[src/logic/bus_pkg.sv]
package bus_pkg;

	////////////////////
	// Widths
	////////////////////
	localparam int BUS_DW = 32;
	localparam int BUS_AW = 32;
	// Word address handed on to the external RAM controller
	localparam int EXT_AW = 26;
	// Block RAM depth of 1024 words
	localparam int BLK_AW = 10;
	localparam int IO_AW = 3;
	localparam int LED_W = 4;
	localparam int SW_W = 4;

	typedef logic [BUS_DW-1:0] bus_word_t;
	typedef logic [BUS_AW-1:0] bus_addr_t;

	// One region per slave, plus nothing selected
	typedef enum logic [1:0]
	{
		REGION_NONE = 2'd0,
		REGION_IO   = 2'd1,
		REGION_BLK  = 2'd2,
		REGION_EXT  = 2'd3
	} region_e;

	// I/O register indices, the rest read as zero
	localparam logic [IO_AW-1:0] IO_ERR_ADDR = 3'd0;
	localparam logic [IO_AW-1:0] IO_SWITCHES = 3'd1;
	localparam logic [IO_AW-1:0] IO_LEDS     = 3'd2;

	////////////////////
	// Address map
	////////////////////
	// Skip bits, highest one set picks the region
	localparam int EXT_SEL_BIT = 26;
	localparam int BLK_SEL_BIT = 15;
	localparam int IO_SEL_BIT  = 8;
	// Any of bits 31..27 set is off the map
	localparam bus_addr_t UNMAPPED_MASK = 32'hF800_0000;
	// Bits that must be clear in a block RAM address
	localparam bus_addr_t BLK_ZERO_MASK = 32'h03FF_7C00;
	// Bits that must be clear in an I/O address
	localparam bus_addr_t IO_ZERO_MASK  = 32'h03FF_7EF8;

endpackage

[src/logic/bus_decode.sv]
`timescale 1ns/1ps

module bus_decode
(
	input  bus_pkg::bus_addr_t i_addr,
	output bus_pkg::region_e   o_region
);
	import bus_pkg::*;

	logic off_map;
	logic ext_hit;
	logic blk_hit;
	logic io_hit;
	logic blk_clean;
	logic io_clean;

	////////////////////
	// Skip bit priority
	////////////////////
	// Top five bits reserved
	assign off_map = |(i_addr & UNMAPPED_MASK);

	// External RAM owns everything with bit 26 set
	assign ext_hit = i_addr[EXT_SEL_BIT];

	// Block RAM below external, I/O below block RAM
	assign blk_hit = !i_addr[EXT_SEL_BIT] && i_addr[BLK_SEL_BIT];
	assign io_hit  = !i_addr[EXT_SEL_BIT] && !i_addr[BLK_SEL_BIT]
		&& i_addr[IO_SEL_BIT];

	// Unused bits inside a region must be zero
	assign blk_clean = ~|(i_addr & BLK_ZERO_MASK);
	assign io_clean  = ~|(i_addr & IO_ZERO_MASK);

	////////////////////
	// Region select
	////////////////////
	always_comb
	begin
		// Malformed and unmapped both end up here
		o_region = REGION_NONE;
		if (off_map)
		begin
			o_region = REGION_NONE;
		end
		else if (ext_hit)
		begin
			o_region = REGION_EXT;
		end
		else if (blk_hit && blk_clean)
		begin
			o_region = REGION_BLK;
		end
		else if (io_hit && io_clean)
		begin
			o_region = REGION_IO;
		end
	end

endmodule

[config.mk]
export PLATFORM = sky130hd
export DESIGN_NAME = bus_decode
export DESIGN_NICKNAME = d
export VERILOG_FILES = /design/src/logic/bus_pkg.sv /design/src/logic/bus_decode.sv
export SDC_FILE = /design/constraint.sdc
export NUM_CORES = 1
export LEC_CHECK = 0
export ABC_CLOCK_PERIOD_IN_PS = 800
export BUFFER_PORTS_ARGS = -buffer_cell sky130_fd_sc_hd__buf_2
export CORE_AREA = 8 8 45 47
export DETAILED_ROUTE_END_ITERATION = 16
export DIE_AREA = 0 0 53 55
export GPL_TIMING_DRIVEN = 0
export SLEW_MARGIN = 20
export SYNTH_ARGS = -nofsm -noshare
export SYNTH_HDL_FRONTEND = slang
export SYNTH_SLANG_ARGS = --single-unit
[constraint.sdc]
create_clock -name vclk -period 0.8
set_input_delay 0.08 -clock vclk [all_inputs]
set_output_delay 0.08 -clock vclk [all_outputs]
set_load 0.005 [all_outputs]
==> flow_summary.ini <==
[place]
place.gp.congestion = 0.742
dp_slack_ns = -0.188
io_buffers = 31
hpwl_um = 683

[power_and_ir_drop]
switchingPower_w = 0.0000454
p_seq_share_pct = 0
power.share.clock_pct = 0
p_sw_share_pct = 35.6
p_per_area_nw_per_um2 = 365
power_frac_comb_pct = 100.0
power.internal_w = 0.0000821
vdd_drop_max_v = 0.0000539
p_leak_nw = 0.153

[floorplan]
io_pins = 34
dieArea_um2 = 2920
initial_utilization_pct = 7.23
die_h_um = 55
coreArea_um2 = 1380
fp.dieW_um = 53
rows = 14

[routing]
vias_per_cell = 4.03
wl_um = 791
drc = 0
initialDrtViolationCount = 0
wl_per_cell_um = 13.2
antenna_left = 0
first_pass_iters = 1
num_vias = 242

[timing]
hold_violations = 0
final.setup.tns_ns = -0.252
setup_viol = 2
worst_pin_slew_ns = 0.266
layout_setup_ws_ns = -0.136
rsz0062_at_grt = yes
fmax_mhz = 1070
relSlewSlack_pct = 82.0
final_max_slew_viol_count = 0
period_minus_slack_ns = 0.936
period_share_pct = 117

[global_route]
grt-ovfl-total = 0
grt_max_degree = 4
grt_pass1_vias = 275
grt_first_pass_wirelength_um = 1010
antenna_found_initial = 0
grt_usage_pct = 4.25

[critical_path]
critical_path.startpoint = i_addr[9]
cp.required_ns = 0.72
cp-start-kind = primary input
endpoint = o_region[0]
critPathArrivalTime_ns = 0.86
critPathKind = primary input to output pin
worst-path-max-fanout = 1
end_kind = output pin

[finish]
num-nets-final = 78
multiInputGateArea_um2 = 136
fill_cells = 161
drive_gt1_share_pct = 79.5
flops_and_latches = 0
area.growth.synth_to_final_pct = 249
clkbuf_count = 0
diodes = 0
regArea_um2 = 0

[yosys]
syn_inst = 13
syn_nets = 45
synthAdderAreaFrac_pct = 0
yosys.area.top_type = nor4_1
synth.top_cell.area_share_pct = 25.0
synth-compound-area-share_pct = 10.0
ys_types = 8
ys_seq_area_share_pct = 0
syn-cell-area_um2 = 100
synthTopCellsByArea = nor4_1, nor4_4, nand3b_1, o21ai_1, nand4b_1
synth_area_per_cell_um2 = 7.70
synthSimpleGateAreaFrac_pct = 90.0
yosys-top-cells-count = nor4_1, nand3b_1, o21ai_1
synth_most_common_cell = nor4_1
synthMuxAreaShare_pct = 0
synth_top_family_by_area = simple AND/OR/NAND/NOR gates
ys_warn_count = 0
synthXorXnorAreaFrac_pct = 0

[min_path]
hp-class = primary input to output pin

[flow_run]
drv_cap = 0

[status]
outcome = complete, but fails checks
violations = setup timing
==> through the flow <==
step | utilization (%) | power (W) | area [um2] | hold slack, ns | instances
global placement | 19.9 | 0.0000876 | 275 | 0.509 | 60
global route | 25.2 | 0.000137 | 349 | 0.525 | 60
detailed placement | 19.9 | 0.0000909 | 275 | 0.504 | 60
floorplan | - | 0.0000131 | 100 | 0.281 | 13
CTS | 23.7 | 0.000116 | 328 | 0.505 | 60
finish | 25.2 | 0.000128 | 349 | 0.499 | 60
==> worst min path at each step <==
stage / slack (ns) / startpoint / cells past startpoint / to
3_5_place_dp: 0.50 / i_addr[26] / 4 / o_region[0]
6_report: 0.50 / i_addr[26] / 4 / o_region[0]
3_3_place_gp: 0.51 / i_addr[26] / 4 / o_region[1]
4_1_cts: 0.50 / i_addr[26] / 4 / o_region[0]
2_1_floorplan: 0.28 / i_addr[15] / 2 / o_region[1]
5_1_grt: 0.53 / i_addr[15] / 4 / o_region[1]
==> critical path: stages <==
cell and delay (ns):
buf_2 0.10, nor4b_1 0.30, nand4b_1 0.14, o21ai_1 0.12
buf_2 0.12
==> power by group through the flow <==
| stage | clock network [W] | logic [W] | registers (W) |
|---|---|---|---|
| 2_1_floorplan | 0 | 0.0000131 | 0 |
| 3_3_place_gp | 0 | 0.0000876 | 0 |
| 3_5_place_dp | 0 | 0.0000909 | 0 |
| 4_1_cts | 0 | 0.000116 | 0 |
| 5_1_grt | 0 | 0.000137 | 0 |
| 6_report | 0 | 0.000128 | 0 |
==> cell type report <==
cell class,instances,share of cell area [%]
multi-input combinational,13,39.1
tap,16,5.73
timing repair buffer,31,55.2
==> layer usage <==
layer	vias to the layer above	routed length, um	global-route usage, %
met3	0	136	1.60
met1	105	194	3.17
met5	-	0	0
met2	15	461	9.57
li1	122	-	-
met4	0	0	0.862
==> placed cells by master (no fill, tap or decap) <==
master,instances
buf_2,25
buf_6,6
nor4_4,3
nand3b_1,2
o21ai_1,2
nor4_2,1
nor3_1,1
nand4_1,1
nor4b_1,1
nor4_1,1
nand4b_1,1
==> cell families after synthesis <==
family | Yosys count
compound gates | 2
simple gates | 11
==> what timing repair did <==
item | 4_1_cts | 5_1_grt
setup endpoints to repair | 2 | 2
hold buffers | 0 | 0
buffers inserted | 0 | 0
gates resized for setup | 8 | 3
pin swaps | 6 | 6
No activity file was read; power rests on OpenSTA's default activity.
