## src/logic/bus_pkg.sv

```systemverilog
package bus_pkg;

	////////////////////
	// Widths
	////////////////////
	localparam int BUS_DW = 32;
	localparam int BUS_AW = 32;
	// Word address handed on to the external RAM controller
	localparam int EXT_AW = 26;
	// Block RAM depth of 1024 words
	localparam int BLK_AW = 10;
	localparam int IO_AW = 3;
	localparam int LED_W = 4;
	localparam int SW_W = 4;

	typedef logic [BUS_DW-1:0] bus_word_t;
	typedef logic [BUS_AW-1:0] bus_addr_t;

	// One region per slave, plus nothing selected
	typedef enum logic [1:0]
	{
		REGION_NONE = 2'd0,
		REGION_IO   = 2'd1,
		REGION_BLK  = 2'd2,
		REGION_EXT  = 2'd3
	} region_e;

	// I/O register indices, the rest read as zero
	localparam logic [IO_AW-1:0] IO_ERR_ADDR = 3'd0;
	localparam logic [IO_AW-1:0] IO_SWITCHES = 3'd1;
	localparam logic [IO_AW-1:0] IO_LEDS     = 3'd2;

	////////////////////
	// Address map
	////////////////////
	// Skip bits, highest one set picks the region
	localparam int EXT_SEL_BIT = 26;
	localparam int BLK_SEL_BIT = 15;
	localparam int IO_SEL_BIT  = 8;
	// Any of bits 31..27 set is off the map
	localparam bus_addr_t UNMAPPED_MASK = 32'hF800_0000;
	// Bits that must be clear in a block RAM address
	localparam bus_addr_t BLK_ZERO_MASK = 32'h03FF_7C00;
	// Bits that must be clear in an I/O address
	localparam bus_addr_t IO_ZERO_MASK  = 32'h03FF_7EF8;

endpackage

```

## src/logic/resp_mux.sv

```systemverilog
`timescale 1ns/1ps

module resp_mux
(
	input  logic               i_clk,
	input  logic               i_arst_n,
	input  logic               i_blk_ack,
	input  logic               i_io_ack,
	input  logic               i_ram_ack,
	input  bus_pkg::bus_word_t i_blk_data,
	input  bus_pkg::bus_word_t i_io_data,
	input  bus_pkg::bus_word_t i_ram_data,
	output bus_pkg::bus_word_t o_data
);

	////////////////////
	// Return word
	////////////////////
	// Lines up with the registered ack in the control block
	always_ff @(posedge i_clk)
	begin
		if (i_ram_ack)
			o_data <= i_ram_data;
		else if (i_blk_ack)
			o_data <= i_blk_data;
		else if (i_io_ack)
			o_data <= i_io_data;
		// Otherwise hold the last word
	end

	// Both on-chip slaves answer one cycle after their strobe,
	// so they can never overlap
	a_onchip_ack: assert property (@(posedge i_clk) disable iff (!i_arst_n)
		!(i_blk_ack && i_io_ack));

endmodule

```

## config.mk

```make
export PLATFORM = sky130hd
export DESIGN_NAME = resp_mux
export DESIGN_NICKNAME = d
export VERILOG_FILES = /design/src/logic/bus_pkg.sv /design/src/logic/resp_mux.sv
export SDC_FILE = /design/constraint.sdc
export NUM_CORES = 1
export LEC_CHECK = 0
export BUFFER_PORTS_ARGS = -buffer_cell sky130_fd_sc_hd__buf_4
export CELL_PAD_IN_SITES_DETAIL_PLACEMENT = 1
export CELL_PAD_IN_SITES_GLOBAL_PLACEMENT = 1
export CORE_MARGIN = 2
export CORE_UTILIZATION = 25
export DETAILED_ROUTE_END_ITERATION = 10
export GPL_TIMING_DRIVEN = 0
export PLACE_DENSITY_LB_ADDON = 0.1
export SLEW_MARGIN = 20
export SYNTH_ARGS = -nofsm -noshare
export SYNTH_HDL_FRONTEND = slang
export SYNTH_SLANG_ARGS = --single-unit
```

## constraint.sdc

```tcl
create_clock -name i_clk -period 1.85 [get_ports i_clk]
set_input_delay 0.4625 -clock i_clk [delete_from_list [all_inputs] [get_ports i_clk]]
set_output_delay 0.4625 -clock i_clk [all_outputs]
set_load 0.02 [all_outputs]
```

==> key figures <==
STA
  • Tmin final: 1.52 ns
  • Total negative setup slack: 0 ns
  • Final worst slack: 0.334 ns
  • Final Hold Viols: 0
  • Slew margin rel.: 0.700
  • Achievable clock frequency: 0.660 GHz
  • Fin crit share: 0.820
  • Unrepaired setup endpoints after global routing: false
  • Endpoints failing setup: 0
  • Worst slew pin tran: 0.450 ns
  • Slew Limit Fails: 0

Place
  • Placement Setup Slack: 0.0205 ns
  • Port Buffer Count: 129
  • GPL Wtd Cong: 0.699
  • Post-DP HPWL: 4.15 mm

Route
  • Drt via density: 4.57
  • Drt first pass iters: 7
  • Drt wl/cell: 14.9 um
  • DRC: 10
  • Initial DRC Count: 57
  • WL final: 5.28 mm
  • DR vias: ~1600
  • ANT nets after route: 0

Final layout
  • Antenna diodes: 0
  • Layout fillers: 745
  • Multi-input logic area: 608 um^2
  • Reg with most FFs: o_data
  • Commonest non-fill, non-tap cell in the layout: buf_4
  • Synth-to-Final Area Change: 70.0%
  • Sequential cell area: 961 um^2
  • Layout cells sized above 1: 0.531
  • Max reg flops: 32
  • Commonest cells after routing, fill and taps aside: 129 x buf_4, 32 x mux2i_1, 32 x nand2_1, 32 x edfxtp_1, 30 x o21ai_1
  • Top flop regs: o_data (32)
  • Nets: 378

Floorplanning
  • Initial Util: 0.260
  • Die Footprint: 7360 um^2
  • Chip Width: approximately 86 um
  • Die height: roughly 86 um
  • Std cell rows: 29
  • Core area: 6420 um^2
  • Io pins: 133

Worst setup path
  • Cell Chain, Critical Path: buf_2 -> or3_2 -> buf_16
  • Crit-path max cell delay: roughly 0.67 ns
  • Critical-path maximum fanout: 20
  • Startpoint Class: primary input
  • Critical path arrival: 1.55 ns
  • Critical path type: primary input to flop
  • Req. time, crit path: 1.88 ns
  • Worst path buffer plus inverter count: 2
  • Worst Setup End Kind: flop
  • Slowest cell on crit path: or3_2
  • CP delay by family, top: simple AND/OR/NAND/NOR gates

Run status
  • Status: finished with violations
  • Failing checks: DRC

Global routing
  • First-pass GRT wire length: 8.49 mm
  • Tot GR Track Use: 0.152
  • Overflow after GRT: 0
  • Maximum number of pins on one net before global-route repair: 21
  • Initial antenna violation count: 0
  • Number of global-route vias before repair: 1696

Clocking
  • Hold Buf Count CTS: 0
  • Post-CTS Resized: 0
  • Setup bufs post-CTS: 0
  • CTS root buffer: clkbuf_8
  • Clock sinks: 32
  • H-tree level count: 2
  • Reg clk slew, reported paths: 0.07 ns
  • Num CTS Buffers: 5
  • Clock tree buffer depth: 2
  • CTS tree: yes

Worst hold path
  • Hold Path Class: primary input to flop

Synth
  • Yosys reg bits: 32
  • Syn_nets: approximately 240
  • Avg Inst Size Synth: between 10 and 15 um^2
  • Syn Inst Count: 140
  • Seq/Total Area, Yosys: 0.574
  • Netlist cell types: 10
  • Mapped cell area: 1670 um^2
  • Ys Warns: 0

Power
  • IR Drop Worst-Case VDD: around 0.3 mV
  • Leakage: 1.38 nW
  • Power Total: between 1.5 and 2 mW
  • PD cells: 698 nW/um^2

Job
  • Max cap viols: 0
## power breakdown
| group | internal [mW] | total, mW | switching (mW) |
|---|---|---|---|
| logic | 0.305 | 0.566 | 0.261 |
| registers | 0.894 | 0.917 | 0.0228 |
| clock network | 0.255 | 0.502 | 0.247 |
| total | 1.45 | 1.99 | 0.531 |
## cell families (layout without fill, tap and decap cells)
family	Yosys count	count (layout)	synth area share
buf+inv	11	148	0.0628
mux	32	32	0.191
simple gates	33	33	0.0755
flops	32	32	0.574
compound gates	32	32	0.0957
## cell type report
cell class,instances,area share
clock buffer,6,0.0255
timing repair buffer,130,0.350
multi-input combinational,97,0.214
sequential,32,0.338
clock inverter,1,0.00176
tap,77,0.0339
buffer,11,0.0370
## tightest hold or removal path, delay by kind of cell
family                 cells  cell delay, ns
buffers and inverters      1            0.07
and+or+nand+nor            1            0.04
AOI/OAI and AO/OA          1            0.05
## synth_stat cells
cell	number	area share
buf_6	1	0.0067
mux2i_1	32	0.19
o21ai_1	30	0.090
buf_12	3	0.036
nand2_1	32	0.072
or3_1	1	0.0037
o21ai_0	2	0.0060
clkbuf_1	1	0.0022
edfxtp_1	32	0.57
buf_2	6	0.018
## worst paths after layout
path	slack (ns)	startpoint	endpoint	cells past startpoint
setup / recovery	0.33	i_ram_ack	o_data[5]	3
hold / removal	0.46	i_ram_data[26]	o_data[26]	3
## through the flow
| step | cells | util | area [um^2] | hold WS [ns] |
|---|---|---|---|---|
| floorplan | 140 | - | 1670 | 0.654 |
| global placement | 346 | 0.426 | 2740 | 0.743 |
| detailed placement | 347 | 0.431 | 2770 | 0.754 |
| CTS | 354 | 0.443 | 2840 | 0.453 |
| global route | 354 | 0.443 | 2840 | 0.457 |
| finish | 354 | 0.443 | 2840 | 0.457 |
## routing by layer
layer | vias up | GRT usage | part of all wire
met5 | - | 0 | 0
met4 | 0 | 0.0491 | 0.017
met3 | 8 | 0.0472 | 0.085
met2 | 78 | 0.261 | 0.50
met1 | 749 | 0.182 | 0.40
li1 | 782 | - | -
(Power assumes the default switching activity.)
