$ cat config.mk
export PLATFORM = sky130hd
export DESIGN_NAME = io_regs
export DESIGN_NICKNAME = d
export VERILOG_FILES = /design/src/logic/bus_pkg.sv /design/src/logic/io_regs.sv
export SDC_FILE = /design/constraint.sdc
export NUM_CORES = 1
export LEC_CHECK = 0
export BUFFER_PORTS_ARGS = -buffer_cell sky130_fd_sc_hd__clkbuf_2
export CORE_MARGIN = 5
export CORE_UTILIZATION = 40
export DETAILED_ROUTE_END_ITERATION = 10
export GPL_TIMING_DRIVEN = 0
export PLACE_DENSITY = 0.71
export SLEW_MARGIN = 20
export SYNTH_ARGS = -nofsm -noshare
export SYNTH_HDL_FRONTEND = slang
export SYNTH_SLANG_ARGS = --single-unit
$ cat constraint.sdc
create_clock -name i_clk -period 0.9 [get_ports i_clk]
set_input_delay 0.135 -clock i_clk [delete_from_list [all_inputs] [get_ports i_clk]]
set_output_delay 0.135 -clock i_clk [all_outputs]
set_load 0.05 [all_outputs]
$ cat src/logic/bus_pkg.sv
package bus_pkg;

	////////////////////
	// Widths
	////////////////////
	localparam int BUS_DW = 32;
	localparam int BUS_AW = 32;
	// Word address handed on to the external RAM controller
	localparam int EXT_AW = 26;
	// Block RAM depth of 1024 words
	localparam int BLK_AW = 10;
	localparam int IO_AW = 3;
	localparam int LED_W = 4;
	localparam int SW_W = 4;

	typedef logic [BUS_DW-1:0] bus_word_t;
	typedef logic [BUS_AW-1:0] bus_addr_t;

	// One region per slave, plus nothing selected
	typedef enum logic [1:0]
	{
		REGION_NONE = 2'd0,
		REGION_IO   = 2'd1,
		REGION_BLK  = 2'd2,
		REGION_EXT  = 2'd3
	} region_e;

	// I/O register indices, the rest read as zero
	localparam logic [IO_AW-1:0] IO_ERR_ADDR = 3'd0;
	localparam logic [IO_AW-1:0] IO_SWITCHES = 3'd1;
	localparam logic [IO_AW-1:0] IO_LEDS     = 3'd2;

	////////////////////
	// Address map
	////////////////////
	// Skip bits, highest one set picks the region
	localparam int EXT_SEL_BIT = 26;
	localparam int BLK_SEL_BIT = 15;
	localparam int IO_SEL_BIT  = 8;
	// Any of bits 31..27 set is off the map
	localparam bus_addr_t UNMAPPED_MASK = 32'hF800_0000;
	// Bits that must be clear in a block RAM address
	localparam bus_addr_t BLK_ZERO_MASK = 32'h03FF_7C00;
	// Bits that must be clear in an I/O address
	localparam bus_addr_t IO_ZERO_MASK  = 32'h03FF_7EF8;

endpackage

$ cat src/logic/io_regs.sv
`timescale 1ns/1ps

module io_regs
(
	input  logic                      i_clk,
	input  logic                      i_arst_n,
	input  logic                      i_stb,
	input  logic                      i_we,
	input  logic [bus_pkg::IO_AW-1:0] i_idx,
	input  bus_pkg::bus_word_t        i_data,
	input  logic [bus_pkg::SW_W-1:0]  i_sw,
	input  logic                      i_bus_err,
	input  bus_pkg::bus_addr_t        i_err_addr,
	output logic                      o_ack,
	output bus_pkg::bus_word_t        o_data,
	output logic [bus_pkg::LED_W-1:0] o_led
);
	import bus_pkg::*;

	bus_addr_t       err_addr;
	logic [SW_W-1:0] sw_meta;
	logic [SW_W-1:0] sw_sync;

	////////////////////
	// Control registers
	////////////////////
	always_ff @(posedge i_clk or negedge i_arst_n)
	begin
		if (!i_arst_n)
		begin
			err_addr <= '0;
			sw_meta  <= '0;
			sw_sync  <= '0;
			o_led    <= '0;
			o_ack    <= 1'b0;
		end
		else
		begin
			// Address behind the latest bus error
			if (i_bus_err)
				err_addr <= i_err_addr;
			// Switches are asynchronous to the bus clock
			sw_meta <= i_sw;
			sw_sync <= sw_meta;
			if (i_stb && i_we && (i_idx == IO_LEDS))
				o_led <= i_data[LED_W-1:0];
			o_ack <= i_stb;
		end
	end

	////////////////////
	// Read data
	////////////////////
	always_ff @(posedge i_clk)
	begin
		if (i_stb)
		begin
			case (i_idx)
			IO_ERR_ADDR: o_data <= err_addr;
			IO_SWITCHES: o_data <= bus_word_t'(sw_sync);
			IO_LEDS:     o_data <= bus_word_t'(o_led);
			default:     o_data <= '0;
			endcase
		end
	end

endmodule

==> impl_metrics.env <==
export IMPL_vdd_drop_max_v=0.000963
export IMPL_synth_top_cell_by_area="dfrtp_1"
export IMPL_finalHoldViolCount=0
export IMPL_layout_drive_gt1_share=0.576
export IMPL_whs_ps=30.5
export IMPL_io_buffers=82
export IMPL_worst_path_largest_cell_delay_ps=430
export IMPL_crit_path_end="o_led[3]"
export IMPL_worstSetupPathType="flop to output port"
export IMPL_hold_path_class="input port to flop"
export IMPL_power_frac_comb=0.198
export IMPL_grt_usage=0.136
export IMPL_fmax_mhz=928
export IMPL_synthMostInstantiatedCell="dfrtp_1"
export IMPL_syn_inst=168
export IMPL_clkLatencyLatePin_ps=330
export IMPL_synth_commonest_cells="dfrtp_1 (45), edfxtp_1 (32), mux2_2 (30)"
export IMPL_place_inst=349
export IMPL_synth_top_cell_area_share=0.390
export IMPL_fillCellCount=603
export IMPL_worst_r2r_endpoint="o_led[3]$_DFFE_PN0P_"
export IMPL_wl_per_cell_um=15.1
export IMPL_synth_area_um2=2890
export IMPL_violations="negative setup slack"
export IMPL_slowest_stage="dfrtp_2"
export IMPL_cts_root_buf="clkbuf_8"
export IMPL_drc=0
export IMPL_start_kind="flop"
export IMPL_internal_power_uw=5730
export IMPL_cts_buffers=9
export IMPL_rsz0062_at_grt="true"
export IMPL_core_area_um2=7140
export IMPL_dp_slack_ps=-693
export IMPL_die_height_um=94.9
export IMPL_dpl_cell_area_um2=3450
export IMPL_drt_iter0_drc=32
export IMPL_ant_nets=0
export IMPL_r2r_start="o_led[3]$_DFFE_PN0P_"
export IMPL_final_nets=349
export IMPL_setup_ws_ps=-177
export IMPL_max_clock_path_buffers=2
export IMPL_swShare=0.263
export IMPL_synth_seq_cells=77
export IMPL_status="complete, but fails checks"
export IMPL_clk_pin_slew_ps=70
export IMPL_r2r_cells=3
export IMPL_start_util=0.404
export IMPL_layout_cells_non_filler=377
export IMPL_min_from="i_data[1]"
export IMPL_fp_dieW_um=94.9
export IMPL_slew_viol_final=0
export IMPL_finalSetupViolations=44
export IMPL_grt_busiest_layer="met2"
export IMPL_rows=31
export IMPL_drt_pass1_iter_count=4
export IMPL_h_tree_depth=3
export IMPL_slew_headroom=0.726
export IMPL_endpoint_kind="output port"
export IMPL_die_area_um2=9010
export IMPL_power_switching_uw=2050
export IMPL_critPathRequiredTime_ps=760
export IMPL_grt_util_met1=0.156
export IMPL_design_area_um2=4130
export IMPL_async_flop_share=0.584
export IMPL_syn_to_final_growth_pct=43.2
export IMPL_yosysSeqAreaShare=0.723
export IMPL_syn_avg_cell_area_um2=17.2
export IMPL_place_congestion=0.720
export IMPL_met3_usage=0.0406
export IMPL_worstPathMaxFanout=2
export IMPL_finalPower_uw=7770
export IMPL_cts_sinks=77
export IMPL_worst_r2r_setup_slack_ps=-140
export IMPL_p_clk_frac=0.272
export IMPL_post_route_period_util=1.20
export IMPL_skew_ps=6.46
export IMPL_fin_crit_ps=1080
export IMPL_crit_cells=1
export IMPL_seqPwrFrac=0.530
export IMPL_grtUsageMet2=0.231
export IMPL_grt_remaining_overflow=0
export IMPL_ios=113
export IMPL_cp_data_arrival_time_ps=940
export IMPL_synth_edf_count=32
export IMPL_worstMarginPinSlew_ps=411
export IMPL_path_delay_family="flip-flops"
export IMPL_synth_cell_types=16
export IMPL_yosys_warnings=0
export IMPL_max_cap_violations=0
export IMPL_via_per_inst=4.50
export IMPL_antenna_found_initial=0
export IMPL_multi_input_area_um2=788
export IMPL_register_area_um2=2090
export IMPL_power_density_nw_per_um2=1880
export IMPL_routed_wirelength_mm=5.71
export IMPL_cp_buffers_inverters=1
export IMPL_grt_pass1_vias=1783
export IMPL_dp_hpwl_mm=3.73
export IMPL_synth_ff_type="dfrtp_1"
export IMPL_netlist_top_cells_area="dfrtp_1 (39%), edfxtp_1 (33%), mux2_2 (12%)"
export IMPL_worstSetupStartpoint="o_led[3]$_DFFE_PN0P_"
export IMPL_grt_max_degree=46
export IMPL_tritoncts="done"
export IMPL_path_cells="clkbuf_16"
export IMPL_routed_via_count=1698
export IMPL_grt_pass1_wl_mm=8.89
export IMPL_diodes=0
export IMPL_cellLeakagePower_uw=0.00182
export IMPL_synth_fp_nets=244
-- power by group through the flow --
stage	combinational, uW	clock [uW]	sequential (uW)
6_report	1540	2110	4120
5_1_grt	1630	2340	4150
3_3_place_gp	1110	0	4150
4_1_cts	1500	2200	4100
2_1_floorplan	341	0	4560
3_5_place_dp	1120	0	4160
-- how the worst min path moves through the flow --
stage / cells past startpoint / to
detailed placement: 1 / o_ack$_DFF_PN0_
global placement: 1 / sw_meta[2]$_DFF_PN0_
CTS: 2 / o_led[1]$_DFFE_PN0P_
finish: 2 / o_led[1]$_DFFE_PN0P_
global route: 2 / err_addr[24]$_DFFE_PN0P_
floorplan: 0 / err_addr[0]$_DFFE_PN0P_
-- logic make-up (layout without fill, tap and decap cells) --
family                 after synthesis  in the layout  share of synthesized area
AO/OA/AOI/OAI                        4              4                    0.00694
flip-flops                          77             77                      0.723
multiplexers                        40             40                      0.154
buffers and inverters                7            117                     0.0208
AND/OR/NAND/NOR                     40             40                     0.0945
-- stage by stage --
step            util  TNS, ps
2_1_floorplan      -    -23.5
3_3_place_gp   0.484   -34930
3_5_place_dp   0.484   -24410
4_1_cts        0.574    -6150
5_1_grt        0.579    -7380
6_report       0.579    -5500
-- state kept, by name, indices dropped and copies added (netlist names) --
signal and count:
o_data 32, o_ack 1, sw_sync 4, err_addr 32
o_led 4, sw_meta 4
-- area by class of cell --
cell class,count,share of cell area
Multi-Input combinational cell,84,0.191
Clock buffer,13,0.0336
Tap cell,99,0.0300
Timing Repair Buffer,94,0.218
Clock inverter,3,0.00363
Buffer,7,0.0176
Sequential cell,77,0.506
-- metal layers --
metal | routed length (um) | part of all wire | vias to the layer above
li1 | - | - | 797
met1 | 2180 | 0.38 | 842
met2 | 3060 | 0.54 | 50
met3 | 360 | 0.063 | 9
met4 | 104 | 0.018 | 0
met5 | 0 | 0 | -
-- repair_timing --
item                                    CTS  global route
hold buffers                              5             0
pin swaps                                 2             0
setup buffers                             6             2
endpoints found under the hold margin    49             0
gates cloned                              0             0
gates resized for setup                  90            16
endpoints found under the setup margin   49            89
-- layout by cell type (no fill, tap or decap) --
cell type | netlist | layout
nand2_4 | 0 | 1
clkbuf_16 | 0 | 2
mux2_2 | 30 | 30
mux2i_1 | 4 | 4
dlygate4sd3_1 | 0 | 5
a21oi_2 | 0 | 4
mux2_1 | 6 | 2
edfxtp_1 | 32 | 32
clkbuf_1 | 1 | 4
and2b_2 | 1 | 1
clkbuf_2 | 0 | 44
clkbuf_8 | 0 | 35
buf_4 | 3 | 3
nor2_4 | 1 | 1
dfrtp_1 | 45 | 41
buf_6 | 3 | 11
nor3_4 | 1 | 1
nand2_1 | 4 | 2
dfrtp_2 | 0 | 4
mux2_4 | 0 | 4
or2_4 | 0 | 4
nand4_4 | 1 | 1
buf_8 | 0 | 10
nand2_2 | 0 | 1
clkinv_2 | 0 | 3
and2_1 | 28 | 28
Power figures use the tool's default switching activity.
