<file path="config.mk">
export PLATFORM = sky130hd
export DESIGN_NAME = bus_ctrl
export DESIGN_NICKNAME = d
export VERILOG_FILES = /design/src/logic/bus_pkg.sv /design/src/logic/bus_ctrl.sv
export SDC_FILE = /design/constraint.sdc
export NUM_CORES = 1
export LEC_CHECK = 0
export BUFFER_PORTS_ARGS = -buffer_cell sky130_fd_sc_hd__buf_2
export CAP_MARGIN = 25
export CORE_MARGIN = 2
export CORE_UTILIZATION = 39
export CTS_CLUSTER_DIAMETER = 60
export DETAILED_ROUTE_END_ITERATION = 10
export GPL_TIMING_DRIVEN = 0
export PLACE_DENSITY_LB_ADDON = 0.3
export SLEW_MARGIN = 20
export SYNTH_ARGS = -nofsm -noshare
export SYNTH_HDL_FRONTEND = slang
export SYNTH_SLANG_ARGS = --single-unit
</file>
<file path="constraint.sdc">
create_clock -name i_clk -period 0.8 [get_ports i_clk]
set_input_delay 0.12 -clock i_clk [delete_from_list [all_inputs] [get_ports i_clk]]
set_output_delay 0.12 -clock i_clk [all_outputs]
set_load 0.1 [all_outputs]
</file>
<file path="src/logic/bus_pkg.sv">
package bus_pkg;

	////////////////////
	// Widths
	////////////////////
	localparam int BUS_DW = 32;
	localparam int BUS_AW = 32;
	// Word address handed on to the external RAM controller
	localparam int EXT_AW = 26;
	// Block RAM depth of 1024 words
	localparam int BLK_AW = 10;
	localparam int IO_AW = 3;
	localparam int LED_W = 4;
	localparam int SW_W = 4;

	typedef logic [BUS_DW-1:0] bus_word_t;
	typedef logic [BUS_AW-1:0] bus_addr_t;

	// One region per slave, plus nothing selected
	typedef enum logic [1:0]
	{
		REGION_NONE = 2'd0,
		REGION_IO   = 2'd1,
		REGION_BLK  = 2'd2,
		REGION_EXT  = 2'd3
	} region_e;

	// I/O register indices, the rest read as zero
	localparam logic [IO_AW-1:0] IO_ERR_ADDR = 3'd0;
	localparam logic [IO_AW-1:0] IO_SWITCHES = 3'd1;
	localparam logic [IO_AW-1:0] IO_LEDS     = 3'd2;

	////////////////////
	// Address map
	////////////////////
	// Skip bits, highest one set picks the region
	localparam int EXT_SEL_BIT = 26;
	localparam int BLK_SEL_BIT = 15;
	localparam int IO_SEL_BIT  = 8;
	// Any of bits 31..27 set is off the map
	localparam bus_addr_t UNMAPPED_MASK = 32'hF800_0000;
	// Bits that must be clear in a block RAM address
	localparam bus_addr_t BLK_ZERO_MASK = 32'h03FF_7C00;
	// Bits that must be clear in an I/O address
	localparam bus_addr_t IO_ZERO_MASK  = 32'h03FF_7EF8;

endpackage

</file>
<file path="src/logic/bus_ctrl.sv">
`timescale 1ns/1ps

module bus_ctrl
(
	input  logic               i_clk,
	input  logic               i_arst_n,
	input  logic               i_wb_cyc,
	input  logic               i_wb_stb,
	input  bus_pkg::bus_addr_t i_wb_addr,
	input  bus_pkg::region_e   i_region,
	input  logic               i_ram_stall,
	input  logic               i_ram_ack,
	input  logic               i_ram_err,
	input  logic               i_blk_ack,
	input  logic               i_io_ack,
	output logic               o_wb_stall,
	output logic               o_wb_ack,
	output logic               o_wb_err,
	output logic               o_blk_stb,
	output logic               o_io_stb,
	output logic               o_ram_stb,
	output logic               o_bus_err,
	output bus_pkg::bus_addr_t o_last_addr
);
	import bus_pkg::*;

	logic req;
	logic accept;
	logic any_ack;
	logic multi_ack;
	logic err_next;

	////////////////////
	// Strobe routing
	////////////////////
	assign req = i_wb_cyc && i_wb_stb;

	// Only the external RAM ever holds the master off
	assign o_wb_stall = i_wb_cyc && (i_region == REGION_EXT) && i_ram_stall;
	assign accept     = req && !o_wb_stall;

	assign o_blk_stb = req && (i_region == REGION_BLK);
	assign o_io_stb  = req && (i_region == REGION_IO);
	// Held high through a stall, the RAM sees its own stall
	assign o_ram_stb = req && (i_region == REGION_EXT);

	////////////////////
	// Ack and error
	////////////////////
	assign any_ack   = i_blk_ack || i_io_ack || i_ram_ack;
	// Two or more slaves answering at once
	assign multi_ack = (i_blk_ack && i_io_ack) || (i_blk_ack && i_ram_ack)
		|| (i_io_ack && i_ram_ack);

	assign err_next = i_wb_cyc && ((accept && (i_region == REGION_NONE))
		|| multi_ack || i_ram_err);

	always_ff @(posedge i_clk or negedge i_arst_n)
	begin
		if (!i_arst_n)
		begin
			o_wb_ack <= 1'b0;
			o_wb_err <= 1'b0;
		end
		else
		begin
			// An error replaces the ack of the same cycle
			o_wb_ack <= i_wb_cyc && any_ack && !err_next;
			o_wb_err <= err_next;
		end
	end

	// Same pulse drives the error address capture
	assign o_bus_err = o_wb_err;

	// Address of the newest accepted strobe
	always_ff @(posedge i_clk)
	begin
		if (accept)
			o_last_addr <= i_wb_addr;
	end

	// On-chip slaves only answer a strobe of the cycle before
	a_blk_ack_strobed: assert property (@(posedge i_clk) disable iff (!i_arst_n)
		i_blk_ack |-> $past(o_blk_stb));
	a_io_ack_strobed: assert property (@(posedge i_clk) disable iff (!i_arst_n)
		i_io_ack |-> $past(o_io_stb));

endmodule

</file>
==> key figures, run 1 <==
Run status
  – Status: finished, violations left
  – Failing checks: hold timing, setup timing

Timing
  – Slew headroom: 0.695
  – Slew at the pin with the worst max-slew slack: 0.457 ns
  – Worst hold margin: -0.0394 ns
  – Setup TNS: -9.55 ns
  – Shortest period the worst path allows: 1.23 ns
  – Slew Viols, Final: 0
  – Tcrit/Tclk final: 1.54
  – RSZ-0062 raised after global routing: true
  – Final setup vio count: 38
  – Fmax: 812 MHz
  – Final hold vios: 1
  – Final worst setup slack: -0.432 ns

Route
  – Drt pass-1 iters: 4
  – Wirelength per Cell: 17.1 microns
  – Vias/cell: 4.72
  – Antenna viol nets, final: 0
  – Drt total wl: 3550 microns
  – Vias: 981
  – # DRC: 0
  – 1st-iter DRT viols: 43

Final layout
  – Fin nets: 219
  – Design area: 2460 sq um
  – Ant diodes: 0
  – Layout cell share with drive strength beyond 1: 0.593
  – Area added between synthesis and finish: 120%
  – Final std cells w/o fill: 208
  – Most frequent cells in the layout: buf_6 (38), buf_2 (37), dlygate4sd3_1 (33)
  – Final Core Density: 0.898
  – Commonest non-fill, non-tap cell in the layout: buf_6

Floorplanning
  – I/O pin cnt: 82
  – Die Y: 57.5 microns
  – Initial Util: 0.408
  – Core area: 2730 sq um
  – Die area: 3300 sq um
  – Floorplan row count: 19
  – Die X-Extent: 57.5 microns

Yosys
  – Netlist cell types: 13
  – Sequential share of the synthesized area: 0.907
  – Synth warnings: 0
  – Area share of the largest cell type after synthesis: 0.862
  – Syn nets: 95
  – Post-synthesis cell area: 1110 sq um
  – Synthesized instance count: 52
  – Synth Area per Inst: 21.4 sq um
  – Top post-synthesis cells by area: edfxtp_1 (86%), dfrtp_1 (4.5%), nor2_1 (1.7%)
  – Yosys reg bits: 34
  – Largest area contributor in the netlist: edfxtp_1

Power
  – Register share of total power: 0.400
  – PwrDens: 2190 nW/um^2
  – Comb power frac: 0.306
  – Peak VDD IR: 2.05 mV
  – Static Leakage: 1.02 nW
  – Net Sw Power: 1.81 mW
  – Sw Ratio: 0.336
  – Final Power: 5.38 mW
  – Int Power: 3.57 mW
  – Clock share of power: 0.294

Critical path
  – Crit-path cells: buf_12 > buf_12
  – Setup crit start kind: flip-flop
  – Critical path endpoint category: output pin
  – CP max stage delay: 0.50 ns
  – Critical Path Start: o_bus_err$_DFF_PN0_
  – CP endpoint: o_wb_err
  – Worst path slowest cell: dfrtp_4
  – Critical Path Fanout Max: 2
  – Arr. time, crit path: 1.11 ns
  – Most frequent CP cell: buf_12
  – WP data required: 0.68 ns
  – WS Path Type: reg2out

CTS
  – Clk sinks: 34
  – Reg clk slew, reported paths: 0.10 ns
  – H-tree Lvls: 2
  – CTS buffer count: 5
  – Bufs on Longest Clock Path: 2
  – Clock Tree Root: clkbuf_4
  – CTS Hold Bufs: 33
  – CTS tree: yes

GRT
  – Grt total ovfl: 0
  – GRT Util Overall: 0.231
  – First-pass GRT wire length: 5340 microns
  – Vias in the first global route: 1057
  – Pin count of the biggest net entering global routing: 17
  – Initial antenna violation count: 0

Job
  – Max-Cap Viols: 0

Placed design
  – Pre-CTS setup slack: -0.711 ns
  – Dpl hpwl: 1670 microns
  – RePlAce Congestion: 0.621
  – Placed insts: 164
  – Cell Area, Placed: 1660 sq um
  – PortBufs: 81

Min path
  – Worst hold-check path type: in2reg
  – HP Start: i_ram_err
-- power groups by stage --
stage / Clock (mW) / Combinational (mW) / Sequential [mW]
6_report: 1.58 / 1.65 / 2.15
5_1_grt: 1.66 / 1.69 / 2.16
3_3_place_gp: 0 / 1.28 / 2.15
3_5_place_dp: 0 / 1.29 / 2.15
2_1_floorplan: 0 / 0.160 / 3.03
4_1_cts: 1.58 / 1.61 / 2.14
-- sequential cells by signal (all words and copies together) (netlist names) --
signal / flops
o_wb_ack: 1
o_bus_err: 1
o_last_addr: 32
-- worst min-delay path by stage --
stage / end / slack, ns / depth (start not counted)
after floorplan: o_wb_ack$_DFF_PN0_ / -0.18 / 0
after global placement: o_bus_err$_DFF_PN0_ / -0.1 / 1
after detailed placement: o_bus_err$_DFF_PN0_ / -0.09 / 1
after CTS: o_wb_ack$_DFF_PN0_ / -0.05 / 2
after global routing: o_wb_ack$_DFF_PN0_ / -0.06 / 2
final: o_wb_ack$_DFF_PN0_ / -0.04 / 2
-- Yosys cell counts --
library cell / n
xor2_1: 1
buf_4: 1
nor2_1: 5
a2111oi_1: 1
dfrtp_1: 2
maj3_1: 1
inv_1: 1
a311oi_1: 1
nand2_1: 3
edfxtp_1: 32
nor3b_1: 2
o21ai_1: 1
o21ai_0: 1
-- layout make-up --
type | instances | area, sq um
Fill cell | 111 | 278
Sequential cell | 34 | 1020
Tap cell | 31 | 38.8
Clock buffer | 5 | 37.5
Buffer | 1 | 20.0
Inverter | 1 | 3.75
Timing Repair Buffer | 116 | 1080
Clock inverter | 3 | 68.8
Multi-Input combinational cell | 17 | 190
-- metal layers --
metal  global-route usage  wire length [microns]  vias up
met4               0.0731                     42        0
met1                0.254                   1210      463
met5                    0                      0        -
met2                0.407                   1980       63
li1                     -                      -      450
met3               0.0930                    323        5
-- worst max-delay path: cells and delay by family, from the launching register on --
kind     cells  cell delay, ns
buf+inv      2            0.28
flops        1            0.50
-- repair_timing --
item                                   in CTS  in global routing
setup endpoints to repair                  71                 39
pin swaps                                   4                  5
resized for setup                          99                  4
gates cloned                                1                  0
endpoints found under the hold margin      35                  1
buffers inserted                            0                  2
-- logic make-up (layout without fill, tap and decap cells) --
family,count (synthesis),in the layout,share of synthesized area
and+or+nand+nor,10,11,0.0404
xor gates and xnor gates,1,1,0.00786
AOI/OAI and AO/OA,4,4,0.0258
adders and majority gates,1,1,0.00898
DFF,34,34,0.907
buffers and inverters,2,126,0.0101
No activity file was read; power rests on OpenSTA's default activity.
==> inputs of run 2 (changes only) <==
--- a/config.mk
+++ b/config.mk
@@ -5,6 +5,7 @@
 export SDC_FILE = /design/constraint.sdc
 export NUM_CORES = 1
 export LEC_CHECK = 0
+export ABC_AREA = 1
 export BUFFER_PORTS_ARGS = -buffer_cell sky130_fd_sc_hd__buf_2
 export CAP_MARGIN = 25
 export CORE_MARGIN = 2
@@ -12,6 +13,7 @@
 export CTS_CLUSTER_DIAMETER = 60
 export DETAILED_ROUTE_END_ITERATION = 10
 export GPL_TIMING_DRIVEN = 0
+export MAX_ROUTING_LAYER = met4
 export PLACE_DENSITY_LB_ADDON = 0.3
 export SLEW_MARGIN = 20
 export SYNTH_ARGS = -nofsm -noshare
==> run 2 against run 1 <==
Effect of this change: sequential cell count is the same; global-route usage rose by 4.1 points; synthesized cell count up 7.7%; the run ends with setup timing left; count of clock-buffer cells in the layout up 1; largest cell class unchanged; critical path type unchanged; critical endpoint unchanged.
==> key figures, run 2 <==
Critical path
  – Critical path endpoint category: output pin
  – Critical Path Fanout Max: 2 (unchanged)
  – Arr. time, crit path: 1.12 ns (about the same)
  – Setup crit start kind: flip-flop
  – WP data required: 0.68 ns (about the same)
  – WS Path Type: reg2out

CTS
  – H-tree Lvls: 2 (unchanged)
  – Clock Tree Root: clkbuf_4
  – Clk sinks: 34 (unchanged)
  – Reg clk slew, reported paths: 0.10 ns (about the same)
  – CTS tree: yes
  – Bufs on Longest Clock Path: 2 (unchanged)
  – CTS buffer count: 5 (unchanged)

Yosys
  – Synthesized instance count: 56 (+7.7%)
  – Synth Area per Inst: 19.9 sq um (-7.0%)
  – Area share of the largest cell type after synthesis: 0.861 (-0.000966)
  – Largest area contributor in the netlist: edfxtp_1
  – Sequential share of the synthesized area: 0.906 (-0.00102)
  – Synth warnings: 0 (unchanged)
  – Asr flop ratio synth: 0.0588 (unchanged)
  – Post-synthesis cell area: 1120 sq um (+0.11%)
  – Post-synth EDFFs: 32 (unchanged)
  – Syn nets: 99 (+4.2%)
  – Top FF cell, synth: edfxtp_1
  – Yosys reg bits: 34 (unchanged)
  – Synth top cells by count: edfxtp_1 (32), nor2_1 (6), nand2_1 (4)
  – Top post-synthesis cells by area: edfxtp_1 (86%), dfrtp_1 (4.5%), nor2_1 (2.0%)
  – Most frequent cell after synthesis: edfxtp_1
  – Netlist cell types: 13 (unchanged)

Min path
  – Worst hold-check path type: in2reg
  – WHS Endpoint: o_wb_ack$_DFF_PN0_
  – HP Start: i_wb_cyc
  – Worst hold stages: 3 (+1)

GRT
  – Grt total ovfl: 0 (unchanged)
  – Vias in the first global route: 1144 (+8.2%)
  – Pin count of the biggest net entering global routing: 17 (unchanged)
  – First-pass GRT wire length: 6110 microns (+14%)
  – GRT Util Overall: 0.273 (+0.0414)
  – Initial antenna violation count: 0 (unchanged)

Floorplanning
  – Initial Util: 0.408 (+0.000458)
  – Die Y: 57.5 microns (about the same)
  – Die X-Extent: 57.5 microns (about the same)
  – Die area: 3310 sq um (+0.10%)
  – Core area: 2730 sq um (unchanged)
  – I/O pin cnt: 82 (unchanged)
  – Floorplan row count: 19 (unchanged)

Final layout
  – Area added between synthesis and finish: 121%
  – FF+latch area: 1020 sq um (unchanged)
  – Max reg flops: 32 (unchanged)
  – Fin nets: 229 (+4.6%)
  – Layout cell share with drive strength beyond 1: 0.599 (+0.00571)
  – Final Core Density: 0.903 (+0.00503)
  – Area of the multi-input gates: 184 sq um (-3.3%)
  – Fill cell count: 97 (-13%)
  – Ant diodes: 0 (unchanged)
  – Largest Register: o_last_addr
  – Most frequent cells in the layout: buf_6 (38), buf_2 (38), dlygate4sd3_1 (33)

Placed design
  – Dpl hpwl: 1760 microns (+5.0%)
  – PortBufs: 81 (unchanged)
  – RePlAce Congestion: 0.632 (+1.7%)

Timing
  – Final worst setup slack: -0.439 ns (-0.00714 ns)
  – Tcrit/Tclk final: 1.55 (+0.00893)
  – Final hold vios: 0 (-1)
  – Setup TNS: -9.70 ns (-0.148 ns)
  – Slew Viols, Final: 0 (unchanged)
  – Final setup vio count: 43 (+13%)
  – Slew at the pin with the worst max-slew slack: 0.283 ns (-0.175 ns)
  – Shortest period the worst path allows: 1.24 ns (+0.00714 ns)
  – Slew headroom: 0.813 (+0.119)
  – Fmax: 807 MHz (-0.58%)
  – RSZ-0062 raised after global routing: true

Route
  – Drt total wl: 4120 microns (+16%)
  – Wirelength per Cell: 18.9 microns (+11%)
  – 1st-iter DRT viols: 31 (-28%)
  – Antenna viol nets, final: 0 (unchanged)
  – Drt pass-1 iters: 5 (+1)
  – Vias: 1051 (+7.1%)
  – Vias/cell: 4.82 (+2.2%)
  – # DRC: 0 (unchanged)

Power
  – Peak VDD IR: 2.39 mV (+17%)
  – Static Leakage: 1.05 nW (+2.1%)
  – PwrDens: 1930 nW/um^2 (-12%)

Run status
  – Failing checks: setup timing
  – Status: finished, violations left

Job
  – Max-Cap Viols: 0 (unchanged)
-- run 2: cells by family after synthesis --
kind of cell,after synthesis,synth area share
flops,34,0.906
simple gates,15,0.0639
buf+inv,4,0.0168
compound gates,3,0.0134
-- run 2: final cells by class --
type,instances,area share
Inverter,3,0.0111
Clock buffer,6,0.0167
Clock inverter,2,0.00355
Tap cell,31,0.0157
Timing Repair Buffer,122,0.459
Sequential cell,34,0.411
Buffer,1,0.00811
Multi-Input combinational cell,19,0.0745
-- run 2: through the flow --
| stage | power, mW | cells | setup slack (ns) | area (sq um) | hold slack, ns |
|---|---|---|---|---|---|
| after floorplan | 3.19 | 56 | -0.481 | 1230 | -0.176 |
| after global routing | 4.90 | 218 | -0.470 | 2470 | 0.0368 |
| after detailed placement | 3.45 | 168 | -0.709 | 1680 | -0.0915 |
| final | 4.76 | 218 | -0.439 | 2470 | 0.0415 |
| after CTS | 4.66 | 214 | -0.434 | 2410 | 0.0106 |
| after global placement | 3.43 | 168 | -0.684 | 1680 | -0.0961 |
-- run 2: report_power, final --
part	internal, mW	leakage, nW	switching (mW)	total [mW]
Clock	0.330	0.0297	0.582	0.912
Combinational	0.527	0.694	1.17	1.69
Sequential	2.09	0.323	0.0687	2.16
-- run 2: per-layer routing --
layer	vias up	routed length, microns	global-route usage
li1	461	-	-
met1	503	1390	0.281
met2	73	2220	0.489
met3	14	347	0.0680
met4	0	161	0.113
met5	-	0	-
-- run 2: repair_timing --
action,in CTS,in global routing
hold endpoints to repair,34,0
cloned,1,1
gates resized for setup,93,9
hold buffers,33,0
setup endpoints to repair,71,47
buffers inserted,4,3
pin swaps,5,5
-- run 2: how the worst max path moves through the flow --
stage	start	endpoint	slack, ns
detailed placement	i_region[0]	o_last_addr[30]$_DFFE_PP_	-0.71
global route	o_bus_err$_DFF_PN0_	o_wb_err	-0.47
floorplan	i_ram_stall	o_last_addr[0]$_DFFE_PP_	-0.48
finish	o_bus_err$_DFF_PN0_	o_wb_err	-0.44
global placement	i_region[0]	o_last_addr[13]$_DFFE_PP_	-0.68
CTS	o_bus_err$_DFF_PN0_	o_wb_err	-0.43
-- run 2: worst max-delay path, cell delays in order, from the launching register on --
cell and delay [ns]:
dfrtp_4 0.50, buf_12 0.13, buf_12 0.15
==> inputs of run 3 (changes only) <==
--- a/config.mk
+++ b/config.mk
@@ -5,12 +5,12 @@
 export SDC_FILE = /design/constraint.sdc
 export NUM_CORES = 1
 export LEC_CHECK = 0
-export ABC_AREA = 1
 export BUFFER_PORTS_ARGS = -buffer_cell sky130_fd_sc_hd__buf_2
 export CAP_MARGIN = 25
 export CORE_MARGIN = 2
 export CORE_UTILIZATION = 39
 export CTS_CLUSTER_DIAMETER = 60
+export CTS_CLUSTER_SIZE = 8
 export DETAILED_ROUTE_END_ITERATION = 10
 export GPL_TIMING_DRIVEN = 0
 export MAX_ROUTING_LAYER = met4
==> run 3 against run 2 <==
Effect of this change: the flow finishes with violations (hold timing, setup timing); routed wire length down 14%; global-route usage is 3.4 points lower; non-clock buffer count shrank 6; critical path depth did not move; design area is 0.56% lower; die area decreased by 0.10%; sequential share of layout area increased by 0.23 points; count of clock-buffer cells in the layout is 1 lower; core utilization shrank 0.50 points; critical endpoint unchanged; largest cell class unchanged.
==> key figures, run 3 (same netlist as run 1, synthesis figures left out) <==
GRT
  – Vias in the first global route: 1062 (-7.2%)
  – Pin count of the biggest net entering global routing: 17 (unchanged)
  – GRT Util Overall: 0.239 (-0.0342)
  – Grt total ovfl: 0 (unchanged)
  – First-pass GRT wire length: 5330 microns (-13%)
  – Initial antenna violation count: 0 (unchanged)

Route
  – Vias: 977 (-7.0%)
  – # DRC: 0 (unchanged)
  – Vias/cell: 4.70 (-2.6%)
  – Drt total wl: 3530 microns (-14%)
  – Wirelength per Cell: 17.0 microns (-10%)
  – Drt pass-1 iters: 6 (+1)
  – 1st-iter DRT viols: 40 (+29%)
  – Antenna viol nets, final: 0 (unchanged)

Placed design
  – PortBufs: 81 (unchanged)
  – Pre-CTS setup slack: -0.711 ns (-0.00135 ns)
  – Dpl hpwl: 1670 microns (-4.8%)
  – RePlAce Congestion: 0.626 (-0.97%)

Final layout
  – Fill cell count: 111 (+14%)
  – Commonest non-fill, non-tap cell in the layout: buf_6
  – Max reg flops: 32 (unchanged)
  – Most frequent cells in the layout: buf_6 (38), buf_2 (37), dlygate4sd3_1 (33)
  – Final Core Density: 0.898 (-0.00503)
  – Fin nets: 219 (-4.4%)
  – Layout cell share with drive strength beyond 1: 0.593 (-0.00571)
  – Area added between synthesis and finish: 120%
  – Largest Register: o_last_addr
  – Ant diodes: 0 (unchanged)

Critical path
  – Arr. time, crit path: 1.11 ns (about the same)
  – Crit-path cells: buf_12 > buf_12
  – WS Path Type: reg2out
  – Setup crit start kind: flip-flop
  – Most frequent CP cell: buf_12
  – Worst path slowest cell: dfrtp_4
  – CP max stage delay: 0.50 ns (about the same)
  – Critical Path Fanout Max: 2 (unchanged)
  – WP data required: 0.68 ns (about the same)
  – Critical path endpoint category: output pin

Power
  – Comb power frac: 0.307 (-0.049)
  – PwrDens: 2190 nW/um^2 (+13%)
  – Net Sw Power: 1.80 mW (-0.87%)
  – Clock share of power: 0.293 (+0.101)
  – Int Power: 3.57 mW (+21%)
  – Static Leakage: 1.02 nW (-2.1%)
  – Sw Ratio: 0.335 (-0.0464)
  – Peak VDD IR: 2.05 mV (-14%)
  – Register share of total power: 0.400 (-0.053)

Timing
  – RSZ-0062 raised after global routing: true
  – Slew Viols, Final: 0 (unchanged)
  – Worst hold margin: -0.0357 ns (-0.0772 ns)
  – Tcrit/Tclk final: 1.54 (-0.0130)
  – Fmax: 814 MHz (+0.85%)
  – Slew at the pin with the worst max-slew slack: 0.460 ns (+0.178 ns)
  – Final worst setup slack: -0.429 ns (+0.0104 ns)
  – Final hold vios: 1 (+1)
  – Shortest period the worst path allows: 1.23 ns (-0.0104 ns)
  – Slew headroom: 0.692 (-0.121)
  – Final setup vio count: 42 (-2.3%)

CTS
  – Clk sinks: 34 (unchanged)
  – CTS tree: yes
  – Clock Tree Root: clkbuf_4
  – Reg clk slew, reported paths: 0.10 ns (about the same)
  – CTS Hold Bufs: 33 (unchanged)
  – CTS buffer count: 5 (unchanged)
  – H-tree Lvls: 2 (unchanged)
  – Bufs on Longest Clock Path: 2 (unchanged)

Run status
  – Status: finished, violations left
  – Failing checks: hold timing, setup timing

Min path
  – WHS Endpoint: o_wb_ack$_DFF_PN0_
  – HP Start: i_ram_err
  – Worst hold-check path type: in2reg
  – Worst hold stages: 2 (-1)

Floorplanning
  – I/O pin cnt: 82 (unchanged)
  – Floorplan row count: 19 (unchanged)
  – Die area: 3300 sq um (-0.10%)
  – Core area: 2730 sq um (unchanged)
  – Die X-Extent: 57.5 microns (about the same)
  – Initial Util: 0.408 (-0.000458)
  – Die Y: 57.5 microns (about the same)

Job
  – Max-Cap Viols: 0 (unchanged)
-- run 3: changes by cell type in the layout (fill, tap and decap cells not counted), moves of 2 or more --
| cell | change |
|---|---|
| buf_8 | +2 |
| nor3b_4 | +2 |
| nor2_4 | -2 |
| buf_12 | -2 |
| buf_4 | -5 |
| bufinv_16 | +2 |
-- run 3: how the worst max path moves through the flow --
| stage | from | end | slack [ns] | cells after the start |
|---|---|---|---|---|
| 3_5_place_dp | i_wb_cyc | o_last_addr[26]$_DFFE_PP_ | -0.71 | 3 |
| 2_1_floorplan | i_ram_stall | o_last_addr[0]$_DFFE_PP_ | -0.48 | 3 |
| 4_1_cts | o_bus_err$_DFF_PN0_ | o_wb_err | -0.44 | 2 |
| 6_report | o_bus_err$_DFF_PN0_ | o_wb_err | -0.43 | 2 |
| 3_3_place_gp | i_wb_cyc | o_last_addr[1]$_DFFE_PP_ | -0.67 | 3 |
| 5_1_grt | o_bus_err$_DFF_PN0_ | o_wb_err | -0.47 | 2 |
-- run 3: per-stage QoR --
step	power [mW]	cells	TNS [ns]	hold slack, ns	instance area, sq um
detailed placement	3.44	164	-26.08	-0.0915	1660
global placement	3.43	164	-24.56	-0.0962	1660
global route	5.51	208	-11.20	-0.0563	2460
finish	5.37	208	-9.42	-0.0357	2460
CTS	5.34	206	-9.49	-0.0503	2420
floorplan	3.19	52	-23.67	-0.176	1210
-- run 3: cell type report --
class	instances	area, sq um	area share
repair buffers	116	1080	0.440
multi-input cells	17	190	0.0774
plain buffers	1	20.0	0.00815
well taps	31	38.8	0.0158
clock buffers	5	37.5	0.0153
clock inverters	3	68.8	0.0280
inverters	1	3.75	0.00153
flip-flops and latches	34	1020	0.414
-- run 3: per-layer routing --
| layer | wire [microns] | GRT usage |
|---|---|---|
| met5 | 0 | - |
| met3 | 314 | 0.0839 |
| met4 | 22 | 0.0731 |
| met2 | 1990 | 0.407 |
| met1 | 1200 | 0.260 |
-- run 3: what timing repair did --
| item | CTS | global route |
|---|---|---|
| gates resized for setup | 99 | 4 |
| buffers inserted | 0 | 2 |
| pin swaps | 4 | 5 |
| cloned | 1 | 0 |
| hold endpoints to repair | 35 | 1 |
| setup endpoints to repair | 71 | 39 |
-- run 3: critical path, delay by kind of cell (launching register included) --
kind	cells	cell delay, ns
buf+inv	2	0.28
flops	1	0.50
-- run 3: power groups by stage --
stage / combinational [mW] / clock [mW] / sequential (mW)
2_1_floorplan: 0.160 / 0 / 3.03
3_3_place_gp: 1.28 / 0 / 2.15
3_5_place_dp: 1.29 / 0 / 2.15
4_1_cts: 1.61 / 1.58 / 2.14
5_1_grt: 1.69 / 1.66 / 2.16
6_report: 1.65 / 1.58 / 2.15
